`config.mk`:
```
export PLATFORM = sky130hd
export DESIGN_NAME = fp_div
export DESIGN_NICKNAME = d
export VERILOG_FILES = /design/src/verilog/fp_div_pkg.sv /design/src/verilog/fp_div.sv /design/src/verilog/result_pack.sv /design/src/verilog/mantissa_divider.sv /design/src/verilog/operand_unpack.sv
export SDC_FILE = /design/constraint.sdc
export NUM_CORES = 1
export LEC_CHECK = 0
export ABC_AREA = 1
export BUFFER_PORTS_ARGS = -buffer_cell sky130_fd_sc_hd__buf_2
export CAP_MARGIN = 40
export CORE_UTILIZATION = 59
export CTS_CLUSTER_SIZE = 30
export DETAILED_ROUTE_END_ITERATION = 12
export PLACE_DENSITY = 0.81
export SETUP_SLACK_MARGIN = 0.4
export SYNTH_ARGS = -nofsm -noshare
export SYNTH_HDL_FRONTEND = slang
export SYNTH_HIERARCHICAL = 1
export SYNTH_SLANG_ARGS = --single-unit
```
`constraint.sdc`:
```
create_clock -name clk -period 3.1 [get_ports clk]
set_input_delay 0.62 -clock clk [delete_from_list [all_inputs] [get_ports clk]]
set_output_delay 0.62 -clock clk [all_outputs]
set_load 0.02 [all_outputs]
```
`src/verilog/fp_div_pkg.sv`:
```
package fp_div_pkg;

    ////////////////////////////////////////////////////////////////////////////
    // Single-precision format
    ////////////////////////////////////////////////////////////////////////////

    localparam int float_w = 32;
    localparam int exp_w   = 8;
    localparam int frac_w  = 23;

    // Fraction plus hidden bit
    localparam int sig_w   = 24;

    // One quotient bit per iteration
    localparam int quot_w  = 25;

    localparam int exp_bias = 127;
    localparam int exp_max  = 255;

    localparam logic [float_w-1:0] exception_word = '1;

    ////////////////////////////////////////////////////////////////////////////
    // Types
    ////////////////////////////////////////////////////////////////////////////

    // Operand class from the exponent field alone
    typedef enum logic [1:0]
    {
        class_zero,
        class_special,
        class_normal
    } operand_class_t;

    typedef enum logic [1:0]
    {
        div_idle,
        div_run,
        div_done
    } div_state_t;

endpackage
```
`src/verilog/fp_div.sv`:
```
module fp_div
(
    input  logic                            clk,
    input  logic                            rst_n,
    input  logic                            in_valid,
    input  logic [fp_div_pkg::float_w-1:0]  a,
    input  logic [fp_div_pkg::float_w-1:0]  b,
    output logic                            out_valid,
    output logic [fp_div_pkg::float_w-1:0]  result,
    output logic                            exception,
    output logic                            busy
);

    import fp_div_pkg::*;

    logic                accept;
    logic [sig_w-1:0]    sig_a;
    logic [sig_w-1:0]    sig_b;
    logic                sign;
    logic [exp_w-1:0]    exp_base;
    operand_class_t      class_a;
    operand_class_t      class_b;
    logic [quot_w-1:0]   quotient;
    logic                done;

    operand_unpack u_unpack
    (
        .clk      (clk),
        .rst_n    (rst_n),
        .accept   (accept),
        .a        (a),
        .b        (b),
        .sig_a    (sig_a),
        .sig_b    (sig_b),
        .sign     (sign),
        .exp_base (exp_base),
        .class_a  (class_a),
        .class_b  (class_b)
    );

    // Owns the accept decision and the busy flag
    mantissa_divider u_divider
    (
        .clk      (clk),
        .rst_n    (rst_n),
        .in_valid (in_valid),
        .sig_a    (sig_a),
        .sig_b    (sig_b),
        .accept   (accept),
        .busy     (busy),
        .quotient (quotient),
        .done     (done)
    );

    result_pack u_pack
    (
        .clk       (clk),
        .rst_n     (rst_n),
        .done      (done),
        .quotient  (quotient),
        .sign      (sign),
        .exp_base  (exp_base),
        .class_a   (class_a),
        .class_b   (class_b),
        .out_valid (out_valid),
        .result    (result),
        .exception (exception)
    );

endmodule

```
`src/verilog/result_pack.sv`:
```
module result_pack
(
    input  logic                            clk,
    input  logic                            rst_n,
    input  logic                            done,
    input  logic [fp_div_pkg::quot_w-1:0]   quotient,
    input  logic                            sign,
    input  logic [fp_div_pkg::exp_w-1:0]    exp_base,
    input  fp_div_pkg::operand_class_t      class_a,
    input  fp_div_pkg::operand_class_t      class_b,
    output logic                            out_valid,
    output logic [fp_div_pkg::float_w-1:0]  result,
    output logic                            exception
);

    import fp_div_pkg::*;

    logic [frac_w-1:0]  frac_n;
    logic [exp_w-1:0]   exp_n;
    logic               exc_d;
    logic [float_w-1:0] result_d;

    ////////////////////////////////////////////////////////////////////////////
    // Normalize by at most one position
    ////////////////////////////////////////////////////////////////////////////

    always_comb
    begin
        if (quotient[quot_w-1])
        begin
            frac_n = quotient[quot_w-2:1];
            exp_n  = exp_base;
        end
        else
        begin
            frac_n = quotient[frac_w-1:0];
            exp_n  = exp_base - 1'b1;
        end
    end

    assign exc_d = (class_a == class_special) || (class_b == class_special) ||
                   (class_b == class_zero);

    // Zero dividend wins over the exception word
    always_comb
    begin
        if (class_a == class_zero)
            result_d = {sign, {(float_w-1){1'b0}}};
        else if (exc_d)
            result_d = exception_word;
        else
            result_d = {sign, exp_n, frac_n};
    end

    always_ff @(posedge clk or negedge rst_n)
    begin
        if (!rst_n)
        begin
            out_valid <= 1'b0;
            result    <= '0;
            exception <= 1'b0;
        end
        else
        begin
            out_valid <= done;
            if (done)
            begin
                result    <= result_d;
                exception <= exc_d;
            end
        end
    end

endmodule

```
`src/verilog/mantissa_divider.sv`:
```
module mantissa_divider
(
    input  logic                            clk,
    input  logic                            rst_n,
    input  logic                            in_valid,
    input  logic [fp_div_pkg::sig_w-1:0]    sig_a,
    input  logic [fp_div_pkg::sig_w-1:0]    sig_b,
    output logic                            accept,
    output logic                            busy,
    output logic [fp_div_pkg::quot_w-1:0]   quotient,
    output logic                            done
);

    import fp_div_pkg::*;

    div_state_t state;

    logic [$clog2(quot_w)-1:0] step_cnt;

    logic [sig_w:0]   rem;
    logic [sig_w-1:0] divisor;
    logic [sig_w+1:0] trial;
    logic             q_bit;
    logic [sig_w:0]   rem_next;

    ////////////////////////////////////////////////////////////////////////////
    // Control
    ////////////////////////////////////////////////////////////////////////////

    assign accept = (state == div_idle) && in_valid;
    assign busy   = (state != div_idle);
    assign done   = (state == div_done);

    always_ff @(posedge clk or negedge rst_n)
    begin
        if (!rst_n)
        begin
            state    <= div_idle;
            step_cnt <= '0;
        end
        else
        begin
            case (state)
                div_idle:
                begin
                    if (in_valid)
                    begin
                        state    <= div_run;
                        step_cnt <= '0;
                    end
                end
                div_run:
                begin
                    step_cnt <= step_cnt + 1'b1;
                    if (int'(step_cnt) == quot_w - 1)
                        state <= div_done;
                end
                div_done:
                    state <= div_idle;
                default:
                    state <= div_idle;
            endcase
        end
    end

    ////////////////////////////////////////////////////////////////////////////
    // Restoring step
    ////////////////////////////////////////////////////////////////////////////

    // Borrow out of the top bit means remainder < divisor
    assign trial = {1'b0, rem} - {2'b00, divisor};
    assign q_bit = ~trial[sig_w+1];

    // Remainder stays below divisor, so the shift never loses a bit
    assign rem_next = q_bit ? {trial[sig_w-1:0], 1'b0} : {rem[sig_w-1:0], 1'b0};

    always_ff @(posedge clk)
    begin
        if (accept)
        begin
            rem     <= {1'b0, sig_a};
            divisor <= sig_b;
        end
        else if (state == div_run)
        begin
            rem      <= rem_next;
            quotient <= {quotient[quot_w-2:0], q_bit};
        end
    end

endmodule

```
`src/verilog/operand_unpack.sv`:
```
module operand_unpack
(
    input  logic                               clk,
    input  logic                               rst_n,
    input  logic                               accept,
    input  logic [fp_div_pkg::float_w-1:0]     a,
    input  logic [fp_div_pkg::float_w-1:0]     b,
    output logic [fp_div_pkg::sig_w-1:0]       sig_a,
    output logic [fp_div_pkg::sig_w-1:0]       sig_b,
    output logic                               sign,
    output logic [fp_div_pkg::exp_w-1:0]       exp_base,
    output fp_div_pkg::operand_class_t         class_a,
    output fp_div_pkg::operand_class_t         class_b
);

    import fp_div_pkg::*;

    logic [exp_w-1:0] exp_a;
    logic [exp_w-1:0] exp_b;
    logic [exp_w-1:0] exp_diff;

    function automatic operand_class_t classify(input logic [exp_w-1:0] exp_field);
        if (exp_field == '0)
            return class_zero;
        else if (exp_field == exp_w'(exp_max))
            return class_special;
        else
            return class_normal;
    endfunction

    assign exp_a = a[float_w-2:frac_w];
    assign exp_b = b[float_w-2:frac_w];

    // Hidden bit always set, zero operands are caught by class
    assign sig_a = {1'b1, a[frac_w-1:0]};
    assign sig_b = {1'b1, b[frac_w-1:0]};

    // Wraps modulo 256
    assign exp_diff = exp_a - exp_b + exp_w'(exp_bias);

    always_ff @(posedge clk or negedge rst_n)
    begin
        if (!rst_n)
        begin
            sign     <= 1'b0;
            exp_base <= '0;
            class_a  <= class_zero;
            class_b  <= class_zero;
        end
        else if (accept)
        begin
            sign     <= a[float_w-1] ^ b[float_w-1];
            exp_base <= exp_diff;
            class_a  <= classify(exp_a);
            class_b  <= classify(exp_b);
        end
    end

endmodule

```
==> results by group, run 1 <==
Power
  – Clock Power Share: 20.5%
  – Power share of the combinational group: 46.4%
  – Seq pwr share: 33.1%
  – Pwr Density: 987.3 nW/µm²
  – Worst vdd ir: 0.0006656 V
  – Switching Fraction: 42.34%
  – Power Internal: 5.170 mW
  – Psw: 3.797 mW
  – P_leak: 4.783 nW

Timing
  – Slew Limit Headroom: 44.78%
  – RSZ-0062 raised after global routing: no
  – Final hold vios: 0
  – Actual slew at the worst max-slew pin: 0.8264 ns
  – Pins Over Slew Limit: 0
  – # setup viols final: 0
  – Final min period: 2.426 ns
  – Setup TNS: 0 ns
  – Fin crit share: 78.26%
  – Fin Clk Skew: 0.01057 ns
  – FMAX: 412.2 MHz

Cells and area
  – Area delta synth->final: 10.30%
  – NumNets Final: 1198
  – Fraction of final layout cells sized beyond drive strength 1: 16.88%
  – Finished Cell Area: 9082 µm²
  – # diodes: 0
  – Most common cell after layout, fill and taps aside: nand2_1
  – Most frequent cells in the layout: nand2_1 (303), inv_1 (150), buf_2 (101)
  – Filler instances: 1158

Worst hold path
  – HP Class: in2async

Job
  – Max-Cap Viols: 0

Floorplan
  – Die boundary height: 120.1 µm
  – Io pins: 102
  – Core area: 13400 µm²
  – Initial Utilization: 61.45%
  – Die width: 120.1 µm
  – DIE AREA: 14430 µm²
  – Core Rows: 42

Critical path
  – Data required, critical path: 3.28 ns
  – CP max FO: 4
  – Crit path kind: reg2reg
  – Startpoint Class: register
  – Setup crit end kind: register
  – Arrival time worst endpoint: 2.61 ns

CTS
  – H-tree depth: 4
  – Clk_lat worst skew: 0.43 ns
  – Worst-path clk slew: 0.06 ns
  – CTS Buf Count: 17
  – Max Root-Sink Buffers: 2
  – Clock Tree Root: clkbuf_16
  – CTS Sinks: 127
  – CTS tree: yes

Yosys
  – Mapped Cells: 1031
  – Post-synthesis area per instance: 7.987 µm²
  – Mapped Area: 8234 µm²
  – Synth Warn #: 6

Drt
  – DR WL/cell: 13.66 µm
  – Drt via density: 5.219
  – DR pass1 iterations: 6
  – Vias: 6670
  – WL final: 17.46 mm
  – Initial drt markers: 556
  – DRC viols: 0
  – Routed Antenna Nets: 0

Global routing
  – Vias in the first global route: 6506
  – Global Route Usage Sum: 26.15%
  – First-pass GRT wire length: 29.56 mm
  – Initial antenna violation count: 0
  – Largest net degree at the start of global routing: 57
  – Total gr overflow: 0

Placement
  – Port buffer count: 101
  – Area after DPL: 8517 µm²
  – Post-DP HPWL: 12.26 mm
  – GPL Wtd Cong: 0.9667

Run status
  – Outcome: complete, no violations
-- critical path: stages (launching register included) --
cell      delay [ns]
edfxtp_1        0.39
inv_1           0.07
ha_1            0.17
inv_1           0.08
fa_1            0.44
nand3_1         0.11
nand3_1         0.19
nand2_1         0.11
nand2_1         0.14
nand2_1         0.11
nand3_1         0.07
nand2_1         0.08
nand3_2         0.06
nand3_1         0.10
nand2_1         0.05
-- metrics by stage --
| stage | utilization (%) | setup slack, ns | hold slack (ns) | instances | power [mW] |
|---|---|---|---|---|---|
| CTS | 67.65 | 0.5414 | 0.1057 | 1277 | 8.957 |
| global route | 67.78 | 0.4812 | 0.1267 | 1278 | 9.743 |
| global placement | 63.56 | 0.6385 | 0.4454 | 1245 | 6.915 |
| finish | 67.78 | 0.6739 | 0.1040 | 1278 | 8.967 |
| floorplan | - | 0.4832 | 0.3244 | 1032 | 6.170 |
| detailed placement | 63.56 | 0.5862 | 0.4440 | 1245 | 7.052 |
-- timing repair --
item,4_1_cts,5_1_grt
setup buffers,0,0
setup endpoints to repair,0,16
resized for setup,0,1
hold buffers,0,0
-- power groups by stage --
| stage | registers [mW] | clock network (mW) | logic [mW] |
|---|---|---|---|
| after detailed placement | 2.99 | 0 | 4.07 |
| after floorplan | 2.94 | 0 | 3.23 |
| final | 2.97 | 1.84 | 4.16 |
| after CTS | 2.97 | 1.87 | 4.12 |
| after global routing | 3.04 | 1.94 | 4.76 |
| after global placement | 2.96 | 0 | 3.95 |
-- path summary, 6_finish.rpt --
kind / start / to / slack (ns) / cells past startpoint
setup / recovery: u_divider/rem[0] / u_divider/rem[15] / 0.67 / 14
hold / removal: rst_n / u_unpack/exp_base[2] / 0.10 / 1
setup reg to reg: u_divider/rem[0] / u_divider/rem[15] / 0.67 / 14
hold reg to reg: u_divider/quotient[0] / u_divider/quotient[1] / 0.46 / 0
max in group asynchronous: rst_n / u_divider/step_cnt[2] / 2.19 / 2
min in group clk: b[17] / u_divider/divisor[17] / 0.37 / 1
-- area by class of cell --
cell class	count	area (µm²)	share of cell area, %
multi-input combinational	678	3616	39.81
sequential	127	3538	38.96
inverter	157	589.3	6.488
timing repair buffer	108	570.5	6.282
clock buffer	18	429.2	4.725
tap	176	220.2	2.425
clock inverter	14	118.9	1.309
-- registers in the layout, summed over array words and instances (netlist names), 2 cells and up --
name                cells
u_unpack/exp_base       8
u_divider/step_cnt      5
u_unpack/class_a        2
u_divider/quotient     25
u_divider/state         2
u_divider/divisor      24
u_pack/result          32
u_divider/rem          25
-- metal layers --
layer	up-vias	track usage [%]	wire length, µm
met5	-	0	0
met1	3037	31.83	7496
li1	3377	-	-
met2	224	44.32	8613
met3	32	6.606	979
met4	0	10.08	369
(Power assumes the default switching activity.)
==> run 2: changes to the inputs <==
ABC_AREA = 0   (was 1)
CORE_UTILIZATION = 53   (was 59)
PLACE_DENSITY = 0.77   (was 0.81)
clock period = 2.2 ns   (was 3.1 ns; I/O delays follow)
==> results by group, run 2 <==
Run status
  – Outcome: complete, but fails checks (was complete, no violations)
  – Failing checks: setup timing

CTS
  – Max Root-Sink Buffers: 2 (unchanged)
  – Worst-path clk slew: 0.06 ns (about the same)
  – Clk_lat worst skew: 0.42 ns (was 0.43 ns)
  – H-tree depth: 4 (unchanged)
  – CTS Sinks: 127 (unchanged)
  – Clock Tree Root: clkbuf_16 (unchanged)
  – CTS Buf Count: 17 (unchanged)
  – # hold bufs at CTS: 0 (unchanged)
  – CTS tree: yes (unchanged)

Timing
  – Pins Over Slew Limit: 0 (unchanged)
  – # setup viols final: 25 (was 0)
  – Worst setup margin: -0.4105 ns (was 0.6739 ns)
  – Fin Clk Skew: 0.007193 ns (was 0.01057 ns)
  – Final hold vios: 0 (unchanged)
  – Setup TNS: -7.953 ns (was 0 ns)
  – Slew Limit Headroom: 60.71% (was 44.78%)
  – RSZ-0062 raised after global routing: yes (was no)
  – Fin crit share: 118.7% (was 78.26%)
  – Worst hold margin: 0.01654 ns (was 0.1040 ns)
  – FMAX: 383.1 MHz (was 412.2 MHz)
  – Final min period: 2.611 ns (was 2.426 ns)
  – Actual slew at the worst max-slew pin: 0.5887 ns (was 0.8264 ns)

Cells and area
  – # diodes: 0 (unchanged)
  – Most flop-heavy register: u_pack/result (unchanged)
  – Leading registers by flop count: u_pack/result x32, u_divider/quotient x25, u_divider/rem x25 (unchanged)
  – Fraction of final layout cells sized beyond drive strength 1: 35.23% (was 16.88%)
  – Most frequent cells in the layout: buf_2 (101), buf_4 (82), edfxtp_1 (73) (was nand2_1 (303), inv_1 (150), buf_2 (101))
  – NumNets Final: 976 (was 1198)
  – Most common cell after layout, fill and taps aside: buf_2 (was nand2_1)
  – Area delta synth->final: 28.68% (was 10.30%)
  – Max reg flops: 32 (unchanged)
  – Filler instances: 1000 (was 1158)

Floorplan
  – Die width: 119.8 µm (was 120.1 µm)
  – Die boundary height: 119.8 µm (was 120.1 µm)
  – Core area: 13400 µm² (unchanged)
  – Io pins: 102 (unchanged)
  – Initial Utilization: 54.86% (was 61.45%)
  – DIE AREA: 14350 µm² (was 14430 µm²)
  – Core Rows: 42 (unchanged)

Yosys
  – Mapped Cells: 723 (was 1031)
  – Post-synthesis area per instance: 10.17 µm² (was 7.987 µm²)
  – Mapped Area: 7352 µm² (was 8234 µm²)
  – Synth Warn #: 6 (unchanged)

Critical path
  – Startpoint Class: register (unchanged)
  – Data required, critical path: 2.47 ns (was 3.28 ns)
  – CP max FO: 5 (was 4)
  – Crit path kind: reg2reg (unchanged)
  – Setup crit end kind: register (unchanged)
  – Arrival time worst endpoint: 2.89 ns (was 2.61 ns)

Drt
  – Drt via density: 5.563 (was 5.219)
  – DRC viols: 0 (unchanged)
  – DR WL/cell: 16.27 µm (was 13.66 µm)
  – DR pass1 iterations: 5 (was 6)
  – Routed Antenna Nets: 0 (unchanged)
  – WL final: 17.18 mm (was 17.46 mm)
  – Vias: 5874 (was 6670)
  – Initial drt markers: 479 (was 556)

Global routing
  – Global Route Usage Sum: 24.44% (was 26.15%)
  – First-pass GRT wire length: 27.59 mm (was 29.56 mm)
  – Initial antenna violation count: 0 (unchanged)
  – Largest net degree at the start of global routing: 48 (was 57)
  – Vias in the first global route: 5822 (was 6506)
  – Total gr overflow: 0 (unchanged)

Placement
  – GPL Wtd Cong: 0.8912 (was 0.9667)
  – Port buffer count: 101 (unchanged)
  – Post-DP HPWL: 11.41 mm (was 12.26 mm)

Power
  – Total power: 14.91 mW (was 8.967 mW)
  – Psw: 5.685 mW (was 3.797 mW)
  – P_leak: 4.224 nW (was 4.783 nW)
  – Switching Fraction: 38.13% (was 42.34%)
  – Seq pwr share: 28.8% (was 33.1%)
  – Clock Power Share: 19.1% (was 20.5%)
  – Worst vdd ir: 0.0008197 V (was 0.0006656 V)
  – Power share of the combinational group: 52.1% (was 46.4%)
  – Power Internal: 9.225 mW (was 5.170 mW)
  – Pwr Density: 1576 nW/µm² (was 987.3 nW/µm²)

Worst hold path
  – HP Class: in2async (unchanged)

Job
  – Max-Cap Viols: 0 (unchanged)
-- run 2: cell type report --
class	count	area (µm²)	area share [%]
timing repair buffer	201	1383	14.61
clock buffer	19	454.2	4.801
inverter	63	265.3	2.804
sequential	127	3538	37.40
timing repair inverter	2	31.28	0.3306
clock inverter	13	146.4	1.547
multi-input combinational	455	3422	36.17
tap	176	220.2	2.328
-- run 2: stage by stage --
step | std cells | setup WS [ns] | utilization [%] | cell area [µm²]
global placement | 996 | -0.3319 | 62.22 | 8338
CTS | 1044 | -0.4387 | 69.09 | 9259
floorplan | 724 | -0.2418 | - | 7550
detailed placement | 997 | -0.4301 | 62.33 | 8353
finish | 1056 | -0.4105 | 70.60 | 9460
global route | 1056 | -0.5460 | 70.60 | 9460
-- run 2: repair_timing --
action                     in CTS  in global routing
cloned                          2                  1
pin swaps                      26                 21
buffers inserted               13                 11
resized for setup              41                 26
setup endpoints to repair      25                 43
-- run 2: final timing paths --
path	from	end	slack, ns	depth (start not counted)
max	u_divider/rem[0]	u_divider/rem[21]	-0.41	12
min	rst_n	u_pack/result[8]	0.02	1
max reg2reg	u_divider/rem[0]	u_divider/rem[21]	-0.41	12
min reg2reg	u_divider/quotient[23]	u_divider/quotient[24]	0.46	0
max in group asynchronous	rst_n	u_unpack/exp_base[0]	1.47	2
min in group clk	b[0]	u_divider/divisor[0]	0.19	1
-- run 2: critical path, stage by stage, from the launching register on --
cell and delay (ns):
edfxtp_1 0.38, inv_2 0.09, ha_4 0.13, inv_2 0.04
fa_2 0.34, a21o_1 0.19, a221oi_2 0.28, o31a_2 0.25
o21ai_2 0.09, a221oi_2 0.32, xnor2_1 0.16, nand2_1 0.08
a21oi_2 0.11
-- run 2: power groups by stage --
stage	sequential [mW]	combinational, mW	clock, mW
after floorplan	4.16	4.38	0
after global placement	4.21	6.19	0
after detailed placement	4.28	6.35	0
after CTS	4.26	7.23	2.89
after global routing	4.39	8.42	2.99
final	4.29	7.77	2.85
-- run 2: routing by layer --
metal  track usage [%]  routed length [µm]
met1             30.16                7305
met2             42.23                8831
met3             4.943                 745
met4             8.984                 302
met5                 0                   0
